==> config.mk <==
export PLATFORM = sky130hd
export DESIGN_NAME = ext_subsys_top
export DESIGN_NICKNAME = d
export VERILOG_FILES = /design/src/source/ext_pkg.sv /design/src/source/memcopy_regs.sv /design/src/source/memcopy_engine.sv /design/src/source/memcopy_status.sv /design/src/source/obi_arbiter.sv /design/src/source/slow_memory.sv /design/src/source/ext_subsys_top.sv
export SDC_FILE = /design/constraint.sdc
export NUM_CORES = 2
export LEC_CHECK = 0
export ABC_CLOCK_PERIOD_IN_PS = 14090
export BUFFER_PORTS_ARGS = -buffer_cell sky130_fd_sc_hd__buf_2
export CAP_MARGIN = 0
export CELL_PAD_IN_SITES_DETAIL_PLACEMENT = 1
export CELL_PAD_IN_SITES_GLOBAL_PLACEMENT = 1
export CORE_UTILIZATION = 54
export CTS_CLUSTER_DIAMETER = 200
export CTS_CLUSTER_SIZE = 14
export DETAILED_ROUTE_END_ITERATION = 7
export HOLD_SLACK_MARGIN = 0.06
export PLACE_DENSITY = 0.76
export SYNTH_ARGS = -nofsm -noshare
export SYNTH_HDL_FRONTEND = slang
export SYNTH_HIERARCHICAL = 1
export SYNTH_SLANG_ARGS = --single-unit
==> constraint.sdc <==
create_clock -name clk_i -period 14.09 [get_ports clk_i]
set_clock_uncertainty 0.2 [all_clocks]
set_input_delay 4.227 -clock clk_i [delete_from_list [all_inputs] [get_ports clk_i]]
set_output_delay 4.227 -clock clk_i [all_outputs]
set_load 0.1 [all_outputs]
==> src/source/ext_pkg.sv <==
// External subsystem package
// Bus structs, copy configuration and status, register map
`default_nettype none

package ext_pkg;

  localparam int unsigned ADDR_W = 32;
  localparam int unsigned DATA_W = 32;

  typedef struct packed {
    logic              valid;
    logic              write;
    logic [ADDR_W-1:0] addr;
    logic [DATA_W-1:0] wdata;
    logic [3:0]        wstrb;
  } reg_req_t;

  typedef struct packed {
    logic              ready;
    logic [DATA_W-1:0] rdata;
    logic              error;
  } reg_rsp_t;

  typedef struct packed {
    logic              req;
    logic              we;
    logic [3:0]        be;
    logic [ADDR_W-1:0] addr;
    logic [DATA_W-1:0] wdata;
  } obi_req_t;

  typedef struct packed {
    logic              gnt;
    logic              rvalid;
    logic [DATA_W-1:0] rdata;
  } obi_rsp_t;

  typedef struct packed {
    logic [ADDR_W-1:0] src;
    logic [ADDR_W-1:0] dst;
    logic [15:0]       len;
    logic              irq_en;
  } copy_cfg_t;

  typedef struct packed {
    logic busy;
    logic done;
  } copy_status_t;

  // Register byte offsets
  localparam logic [ADDR_W-1:0] REG_SRC    = 32'h00;
  localparam logic [ADDR_W-1:0] REG_DST    = 32'h04;
  localparam logic [ADDR_W-1:0] REG_LEN    = 32'h08;
  localparam logic [ADDR_W-1:0] REG_CTRL   = 32'h0C;
  localparam logic [ADDR_W-1:0] REG_STATUS = 32'h10;

  // Merge a write into an old word under byte strobes
  function automatic logic [DATA_W-1:0] apply_strb(input logic [DATA_W-1:0] old_val,
                                                   input logic [DATA_W-1:0] new_val,
                                                   input logic [3:0]        strb);
    logic [DATA_W-1:0] res;
    res = old_val;
    for (int b = 0; b < 4; b++) begin
      if (strb[b]) begin
        res[8*b +: 8] = new_val[8*b +: 8];
      end
    end
    return res;
  endfunction

endpackage

`default_nettype wire

==> src/source/memcopy_regs.sv <==
// Memory-copy register decoder
// Holds the copy configuration and produces start and clear strobes
`default_nettype none

module memcopy_regs (
  input  logic                 clk_i,
  input  logic                 rst_i,
  input  ext_pkg::reg_req_t    reg_req_i,
  output ext_pkg::reg_rsp_t    reg_rsp_o,
  input  ext_pkg::copy_status_t status_i,
  output ext_pkg::copy_cfg_t   cfg_o,
  output logic                 start_o,
  output logic                 clear_done_o
);

  import ext_pkg::*;

  logic [ADDR_W-1:0] src_q;
  logic [ADDR_W-1:0] dst_q;
  logic [15:0]       len_q;
  logic              irq_en_q;

  logic hit_src;
  logic hit_dst;
  logic hit_len;
  logic hit_ctrl;
  logic hit_status;
  logic mapped;
  logic wr_en;

  logic [DATA_W-1:0] src_wr;
  logic [DATA_W-1:0] dst_wr;
  logic [DATA_W-1:0] len_wr;

  assign hit_src    = (reg_req_i.addr == REG_SRC);
  assign hit_dst    = (reg_req_i.addr == REG_DST);
  assign hit_len    = (reg_req_i.addr == REG_LEN);
  assign hit_ctrl   = (reg_req_i.addr == REG_CTRL);
  assign hit_status = (reg_req_i.addr == REG_STATUS);
  assign mapped     = hit_src | hit_dst | hit_len | hit_ctrl | hit_status;
  assign wr_en      = reg_req_i.valid & reg_req_i.write;

  assign src_wr = apply_strb(src_q, reg_req_i.wdata, reg_req_i.wstrb);
  assign dst_wr = apply_strb(dst_q, reg_req_i.wdata, reg_req_i.wstrb);
  assign len_wr = apply_strb({16'h0, len_q}, reg_req_i.wdata, reg_req_i.wstrb);

  // Strobes act on the accepting edge
  assign start_o      = wr_en & hit_ctrl & reg_req_i.wstrb[0] & reg_req_i.wdata[0];
  assign clear_done_o = wr_en & hit_status & reg_req_i.wstrb[0] & reg_req_i.wdata[1];

  always_ff @(posedge clk_i) begin
    if (rst_i) begin
      src_q    <= '0;
      dst_q    <= '0;
      len_q    <= '0;
      irq_en_q <= 1'b0;
    end else if (wr_en) begin
      if (hit_src) src_q <= src_wr;
      if (hit_dst) dst_q <= dst_wr;
      if (hit_len) len_q <= len_wr[15:0];
      if (hit_ctrl && reg_req_i.wstrb[0]) irq_en_q <= reg_req_i.wdata[1];
    end
  end

  always_comb begin
    reg_rsp_o.ready = reg_req_i.valid;
    reg_rsp_o.error = reg_req_i.valid & ~mapped;
    reg_rsp_o.rdata = '0;
    if (hit_src)    reg_rsp_o.rdata = src_q;
    if (hit_dst)    reg_rsp_o.rdata = dst_q;
    if (hit_len)    reg_rsp_o.rdata = {16'h0, len_q};
    if (hit_ctrl)   reg_rsp_o.rdata = {30'h0, irq_en_q, 1'b0};
    if (hit_status) reg_rsp_o.rdata = {30'h0, status_i.done, status_i.busy};
  end

  assign cfg_o.src    = src_q;
  assign cfg_o.dst    = dst_q;
  assign cfg_o.len    = len_q;
  assign cfg_o.irq_en = irq_en_q;

endmodule

`default_nettype wire

==> src/source/memcopy_engine.sv <==
// Memory-copy engine
// Reads each source word and writes it to the destination, one at a time
`default_nettype none

module memcopy_engine (
  input  logic               clk_i,
  input  logic               rst_i,
  input  ext_pkg::copy_cfg_t cfg_i,
  input  logic               start_i,
  output ext_pkg::obi_req_t  mem_req_o,
  input  ext_pkg::obi_rsp_t  mem_rsp_i,
  output logic               busy_o,
  output logic               finish_o
);

  import ext_pkg::*;

  typedef enum logic [2:0] {
    ST_IDLE,
    ST_RD_REQ,
    ST_RD_WAIT,
    ST_WR_REQ,
    ST_WR_WAIT,
    ST_FINISH
  } state_e;

  state_e state_q;
  state_e state_d;

  logic [15:0]       cnt_q;
  logic [ADDR_W-1:0] src_q;
  logic [ADDR_W-1:0] dst_q;
  logic [DATA_W-1:0] data_q;

  logic accepted;

  assign accepted = mem_req_o.req & mem_rsp_i.gnt;

  always_comb begin
    state_d = state_q;
    case (state_q)
      ST_IDLE: begin
        if (start_i) begin
          state_d = (cfg_i.len == 16'd0) ? ST_FINISH : ST_RD_REQ;
        end
      end
      ST_RD_REQ: begin
        if (accepted) state_d = ST_RD_WAIT;
      end
      ST_RD_WAIT: begin
        if (mem_rsp_i.rvalid) state_d = ST_WR_REQ;
      end
      ST_WR_REQ: begin
        if (accepted) state_d = ST_WR_WAIT;
      end
      ST_WR_WAIT: begin
        if (mem_rsp_i.rvalid) begin
          state_d = (cnt_q == 16'd1) ? ST_FINISH : ST_RD_REQ;
        end
      end
      ST_FINISH: state_d = ST_IDLE;
      default:   state_d = ST_IDLE;
    endcase
  end

  always_ff @(posedge clk_i) begin
    if (rst_i) begin
      state_q <= ST_IDLE;
      cnt_q   <= '0;
    end else begin
      state_q <= state_d;
      if (state_q == ST_IDLE && start_i) begin
        cnt_q <= cfg_i.len;
      end else if (state_q == ST_WR_WAIT && mem_rsp_i.rvalid) begin
        cnt_q <= cnt_q - 16'd1;
      end
    end
  end

  // Addresses and data word, latched so register writes cannot disturb a copy
  always_ff @(posedge clk_i) begin
    if (state_q == ST_IDLE && start_i) begin
      src_q <= cfg_i.src;
      dst_q <= cfg_i.dst;
    end else if (state_q == ST_WR_WAIT && mem_rsp_i.rvalid) begin
      src_q <= src_q + 32'd4;
      dst_q <= dst_q + 32'd4;
    end
    if (state_q == ST_RD_WAIT && mem_rsp_i.rvalid) begin
      data_q <= mem_rsp_i.rdata;
    end
  end

  always_comb begin
    mem_req_o.req   = (state_q == ST_RD_REQ) || (state_q == ST_WR_REQ);
    mem_req_o.we    = (state_q == ST_WR_REQ);
    mem_req_o.be    = 4'hF;
    mem_req_o.addr  = (state_q == ST_WR_REQ) ? dst_q : src_q;
    mem_req_o.wdata = data_q;
  end

  assign busy_o   = (state_q != ST_IDLE);
  assign finish_o = (state_q == ST_FINISH);

endmodule

`default_nettype wire

==> src/source/memcopy_status.sv <==
// Memory-copy status
// Sticky done flag and one-cycle completion interrupt
`default_nettype none

module memcopy_status (
  input  logic                  clk_i,
  input  logic                  rst_i,
  input  logic                  busy_i,
  input  logic                  finish_i,
  input  logic                  clear_done_i,
  input  logic                  irq_en_i,
  output ext_pkg::copy_status_t status_o,
  output logic                  intr_o
);

  import ext_pkg::*;

  logic done_q;
  logic intr_q;

  always_ff @(posedge clk_i) begin
    if (rst_i) begin
      done_q <= 1'b0;
      intr_q <= 1'b0;
    end else begin
      // Finish has priority over a clear in the same cycle
      if (finish_i) begin
        done_q <= 1'b1;
      end else if (clear_done_i) begin
        done_q <= 1'b0;
      end
      intr_q <= finish_i & irq_en_i;
    end
  end

  assign status_o.busy = busy_i;
  assign status_o.done = done_q;
  assign intr_o        = intr_q;

endmodule

`default_nettype wire

==> src/source/obi_arbiter.sv <==
// Two-master fixed-priority arbiter for the memory port
// Master 0 wins; responses return to the owner of the last grant
`default_nettype none

module obi_arbiter (
  input  logic              clk_i,
  input  logic              rst_i,
  input  ext_pkg::obi_req_t m0_req_i,
  output ext_pkg::obi_rsp_t m0_rsp_o,
  input  ext_pkg::obi_req_t m1_req_i,
  output ext_pkg::obi_rsp_t m1_rsp_o,
  output ext_pkg::obi_req_t s_req_o,
  input  ext_pkg::obi_rsp_t s_rsp_i
);

  import ext_pkg::*;

  logic sel_m1;
  logic owner_m1_q;

  assign sel_m1  = ~m0_req_i.req;
  assign s_req_o = sel_m1 ? m1_req_i : m0_req_i;

  // Owner of the grant, for the response one cycle later
  always_ff @(posedge clk_i) begin
    if (rst_i) begin
      owner_m1_q <= 1'b0;
    end else if (s_req_o.req && s_rsp_i.gnt) begin
      owner_m1_q <= sel_m1;
    end
  end

  always_comb begin
    m0_rsp_o.gnt    = s_rsp_i.gnt & ~sel_m1;
    m0_rsp_o.rvalid = s_rsp_i.rvalid & ~owner_m1_q;
    m0_rsp_o.rdata  = owner_m1_q ? '0 : s_rsp_i.rdata;

    m1_rsp_o.gnt    = s_rsp_i.gnt & sel_m1 & m1_req_i.req;
    m1_rsp_o.rvalid = s_rsp_i.rvalid & owner_m1_q;
    m1_rsp_o.rdata  = owner_m1_q ? s_rsp_i.rdata : '0;
  end

endmodule

`default_nettype wire

==> src/source/slow_memory.sv <==
// Slow word memory
// Grants after GNT_WAIT cycles of request, answers one cycle after grant
`default_nettype none

module slow_memory #(
  parameter int unsigned NUM_WORDS = 128,
  parameter int unsigned GNT_WAIT  = 2
) (
  input  logic              clk_i,
  input  logic              rst_i,
  input  ext_pkg::obi_req_t req_i,
  output ext_pkg::obi_rsp_t rsp_o
);

  import ext_pkg::*;

  localparam int unsigned IDX_W = (NUM_WORDS > 1) ? $clog2(NUM_WORDS) : 1;
  localparam int unsigned CNT_W = $clog2(GNT_WAIT + 2);

  logic [DATA_W-1:0] mem_q [NUM_WORDS];
  logic [DATA_W-1:0] rdata_q;
  logic              rvalid_q;
  logic [CNT_W-1:0]  wait_q;

  logic             gnt;
  logic             accepted;
  logic [IDX_W-1:0] word_idx;

  assign gnt      = req_i.req && (wait_q == CNT_W'(GNT_WAIT));
  assign accepted = req_i.req & gnt;
  assign word_idx = IDX_W'((req_i.addr >> 2) % NUM_WORDS);

  // Wait counter restarts after each grant
  always_ff @(posedge clk_i) begin
    if (rst_i) begin
      wait_q   <= '0;
      rvalid_q <= 1'b0;
    end else begin
      rvalid_q <= accepted;
      if (!req_i.req || gnt) begin
        wait_q <= '0;
      end else begin
        wait_q <= wait_q + 1'b1;
      end
    end
  end

  always_ff @(posedge clk_i) begin
    if (accepted) begin
      rdata_q <= mem_q[word_idx];
      if (req_i.we) begin
        mem_q[word_idx] <= apply_strb(mem_q[word_idx], req_i.wdata, req_i.be);
      end
    end
  end

  assign rsp_o.gnt    = gnt;
  assign rsp_o.rvalid = rvalid_q;
  assign rsp_o.rdata  = rdata_q;

endmodule

`default_nettype wire

==> src/source/ext_subsys_top.sv <==
// External device subsystem
// Memory-copy peripheral and host port sharing a slow memory
`default_nettype none

module ext_subsys_top #(
  parameter int unsigned NUM_WORDS = 128,
  parameter int unsigned GNT_WAIT  = 2
) (
  input  logic              clk_i,
  input  logic              rst_i,
  input  ext_pkg::reg_req_t reg_req_i,
  output ext_pkg::reg_rsp_t reg_rsp_o,
  input  ext_pkg::obi_req_t host_req_i,
  output ext_pkg::obi_rsp_t host_rsp_o,
  output logic              intr_o
);

  import ext_pkg::*;

  copy_cfg_t    cfg;
  copy_status_t status;
  logic         start;
  logic         clear_done;
  logic         busy;
  logic         finish;

  obi_req_t eng_req;
  obi_rsp_t eng_rsp;
  obi_req_t mem_req;
  obi_rsp_t mem_rsp;

  memcopy_regs u_regs (
    .clk_i        (clk_i),
    .rst_i        (rst_i),
    .reg_req_i    (reg_req_i),
    .reg_rsp_o    (reg_rsp_o),
    .status_i     (status),
    .cfg_o        (cfg),
    .start_o      (start),
    .clear_done_o (clear_done)
  );

  memcopy_engine u_engine (
    .clk_i     (clk_i),
    .rst_i     (rst_i),
    .cfg_i     (cfg),
    .start_i   (start),
    .mem_req_o (eng_req),
    .mem_rsp_i (eng_rsp),
    .busy_o    (busy),
    .finish_o  (finish)
  );

  memcopy_status u_status (
    .clk_i        (clk_i),
    .rst_i        (rst_i),
    .busy_i       (busy),
    .finish_i     (finish),
    .clear_done_i (clear_done),
    .irq_en_i     (cfg.irq_en),
    .status_o     (status),
    .intr_o       (intr_o)
  );

  // Engine is master 0, host is master 1
  obi_arbiter u_arbiter (
    .clk_i    (clk_i),
    .rst_i    (rst_i),
    .m0_req_i (eng_req),
    .m0_rsp_o (eng_rsp),
    .m1_req_i (host_req_i),
    .m1_rsp_o (host_rsp_o),
    .s_req_o  (mem_req),
    .s_rsp_i  (mem_rsp)
  );

  slow_memory #(
    .NUM_WORDS (NUM_WORDS),
    .GNT_WAIT  (GNT_WAIT)
  ) u_memory (
    .clk_i (clk_i),
    .rst_i (rst_i),
    .req_i (mem_req),
    .rsp_o (mem_rsp)
  );

endmodule

`default_nettype wire

==> impl_metrics.tcl <==
set metrics [dict create \
    setup_ws_post_layout_ps 2950 \
    fin_crit_sh_pct 79.1 \
    gr-usage-all-layers_pct 37.6 \
    worstReg2RegStart "u_engine/state_q[0]$_SDFFE_PP0P_" \
    area.growth.synth_to_final_pct 9.80 \
    clkPwrFrac_pct 34.9 \
    clock-sinks 4280 \
    cts-htree-levels 5 \
    final.setup.tns_ps 0 \
    drt_iter0_drc 19400 \
    detail_route.first_pass.iterations 8 \
    rrSetupSlack_ps 4470 \
    outcome "finished, violations left" \
    clock_path_buffers 4 \
    antenna_found_initial 57 \
    power.static_leakage_nw 57.8 \
    starting_utilization_of_the_core_area_pct 54.4 \
    fp-row-count 204 \
    power.switching_fraction_pct 24.1 \
    grt_pass1_vias 111000 \
    switching_power_w 0.00608 \
    fin_nets 10400 \
    ctsResizeCount 0 \
    grt_pass1_wl_mm 832 \
    power.internal_w 0.0192 \
    crit_path_end_kind "primary output" \
    cts_made_buffers 343 \
    vdd_drop_max_mv 0.148 \
    cts.repair_timing.setup_buffer_count 0 \
    share_seq_of_total_power_pct 56.7 \
    gpl.final_weighted_congestion 0.913 \
    timing.hold.worst.class "register to register" \
    maxSlewHeadroom_pct -7.45 \
    maximum_number_of_pins_on_one_net_before_global_route_repair 140 \
    max_slew.worst_pin.slew_ps 1590 \
    synth_area_um2 168000 \
    post_route_cells_drive_above_1_share_pct 15.1 \
    holdBufCountCts 0 \
    die_height_um 560 \
    tritoncts_clock_tree "yes" \
    top_level_ports 211 \
    finalHoldViolations 0 \
    drv_cap 5 \
    timing.critical_path.from "reg_req_i[38]" \
    dpl_worst_slack_ps 2940 \
    cp.required_ps 9660 \
    report.final.setup_viol 0 \
    ant_nets 0 \
    critPathMaxStageDelay_ps 610 \
    drt-total-wl_mm 601 \
    crit_slowest_cell "sky130_fd_sc_hd__nor4_1" \
    drc 2 \
    rr_worst_depth 15 \
    globalRouteOverflowTotal 0 \
    clock_latency_on_the_worst_skew_pair_ps 1000 \
    power.combinational.fraction_pct 8.3 \
    dieWidth_um 560 \
    violations "design-rule violations, max-capacitance violations, max-slew violations" \
    critical-path-top-cell-by-count "sky130_fd_sc_hd__buf_2" \
    critPathLaunchType "input pin" \
    core_area_um2 310000 \
    fmaxAchievable_mhz 89.7 \
    min-delay-start "u_memory/wait_q[0]$_SDFF_PP0_" \
    grt_setup_unrepaired "no" \
    buffer_ports.inserted 185 \
    dp_hpwl_mm 350 \
    syn_inst 10100 \
    worst_ep_arrival_time_ps 6720 \
    cp_cell_sequence "buf_2, buf_4, or2_2, nor4_1, nand2_1, a221oi_1, buf_2" \
    avgRoutedWirePerCell_um 41.7 \
    fin_crit_ps 11140 \
    cts.clk_slew.worst_paths_ps 70 \
    syn_area_per_cell_um2 16.7 \
    cell_chosen_for_the_clock_root "sky130_fd_sc_hd__clkbuf_16" \
    die_area_um2 314000 \
    timing.rr.end "u_memory/mem_q[24][15]$_DFFE_PP_" \
    setup.worst_path.class "input pin to primary output" \
    maxSlewViolCount 5 \
    vias_per_cell 7.56 \
    crit_path_max_fanout 39 \
    ys_warn_count 6 \
    worst_setup_path_endpoint "reg_rsp_o[1]" \
    number_of_vias_after_detailed_routing 109000 \
    power_density_nw_per_um2 137 \
]
sequential cells by signal, indices dropped and copies added, names as in the netlist, 7 cells and up:
signal	cells
u_regs/dst_q	32
u_engine/cnt_q	16
u_regs/src_q	32
u_engine/dst_q	7
u_engine/data_q	32
u_memory/mem_q	4096
u_engine/src_q	7
u_regs/len_q	16
u_memory/rdata_q	32
through the flow:
step | hold slack [ps] | cells | power, W | utilization [%] | cell area [µm²]
6_report | 239 | 14400 | 0.0253 | 59.7 | 185000
5_1_grt | 270 | 14400 | 0.0257 | 59.7 | 185000
4_1_cts | 241 | 14400 | 0.0252 | 59.7 | 185000
3_5_place_dp | 227 | 14000 | 0.0166 | 56.7 | 176000
3_3_place_gp | 209 | 14000 | 0.0165 | 56.7 | 176000
2_1_floorplan | 190 | 10100 | 0.0156 | - | 168000
worst max-delay path, delay by kind of cell:
family                 cells  cell delay [ps]
AND/OR/NAND/NOR            3             1190
AO/OA/AOI/OAI              1              370
buffers and inverters      3              930
final cells by class:
cell class,instances,area [µm²]
fillers,27100,125000
repair buffers,564,4200
inverters,30,130
well taps,4120,5150
multi-input cells,4985,38600
diodes,38,95.1
clock inverters,23,463
clock buffers,359,8750
flip-flops and latches,4280,127000
power groups by stage:
stage                     combinational [W]  sequential, W  clock, W
after floorplan                    0.000978         0.0146         0
after global placement              0.00189         0.0146         0
after detailed placement            0.00199         0.0146         0
after CTS                           0.00200         0.0143   0.00886
after global routing                0.00211         0.0143   0.00921
final                               0.00211         0.0143   0.00883
per-layer routing:
layer	wire (µm)	share of wire, %	vias to the layer above	track usage [%]
met3	89400	15	2236	12.7
met2	264000	44	9247	56.5
li1	-	-	41600	-
met4	44800	7.4	32	23.4
met5	260	0.043	-	0.768
met1	202000	34	55800	47.3
how the worst min path moves through the flow:
stage,to,cells after the start
6_report,u_memory/wait_q[0]$_SDFF_PP0_,1
3_5_place_dp,u_memory/wait_q[0]$_SDFF_PP0_,1
5_1_grt,u_memory/wait_q[0]$_SDFF_PP0_,1
3_3_place_gp,u_memory/wait_q[0]$_SDFF_PP0_,1
2_1_floorplan,u_memory/wait_q[0]$_SDFF_PP0_,1
4_1_cts,u_memory/wait_q[0]$_SDFF_PP0_,1
cell usage in the layout, fill, tap and decap left out, types with 32 or more instances in the layout:
cell	count
sky130_fd_sc_hd__nor2_4	131
sky130_fd_sc_hd__a22oi_1	506
sky130_fd_sc_hd__mux2_4	67
sky130_fd_sc_hd__buf_12	34
sky130_fd_sc_hd__a22o_1	114
sky130_fd_sc_hd__mux2i_1	371
sky130_fd_sc_hd__a311oi_1	35
sky130_fd_sc_hd__a221oi_1	575
sky130_fd_sc_hd__nor3_1	105
sky130_fd_sc_hd__a32oi_1	47
sky130_fd_sc_hd__buf_2	184
sky130_fd_sc_hd__o21ai_0	199
sky130_fd_sc_hd__nor4_1	55
sky130_fd_sc_hd__a222oi_1	37
sky130_fd_sc_hd__o22ai_1	274
sky130_fd_sc_hd__a21oi_1	454
sky130_fd_sc_hd__nand2_1	432
sky130_fd_sc_hd__buf_4	346
sky130_fd_sc_hd__a211oi_1	98
sky130_fd_sc_hd__nand3_1	85
sky130_fd_sc_hd__nand3b_1	43
sky130_fd_sc_hd__mux2_2	110
sky130_fd_sc_hd__nor2_1	165
sky130_fd_sc_hd__edfxtp_1	4174
sky130_fd_sc_hd__mux4_2	120
sky130_fd_sc_hd__a21bo_2	32
sky130_fd_sc_hd__a2111oi_0	39
sky130_fd_sc_hd__nor2b_1	42
sky130_fd_sc_hd__or3b_2	42
sky130_fd_sc_hd__o22a_1	37
sky130_fd_sc_hd__nand2b_1	129
sky130_fd_sc_hd__clkbuf_16	348
sky130_fd_sc_hd__o2bb2ai_1	65
sky130_fd_sc_hd__and2_1	72
sky130_fd_sc_hd__dfxtp_1	105
sky130_fd_sc_hd__o221ai_1	64
sky130_fd_sc_hd__diode_2	38
No activity file was read; power rests on OpenSTA's default activity.
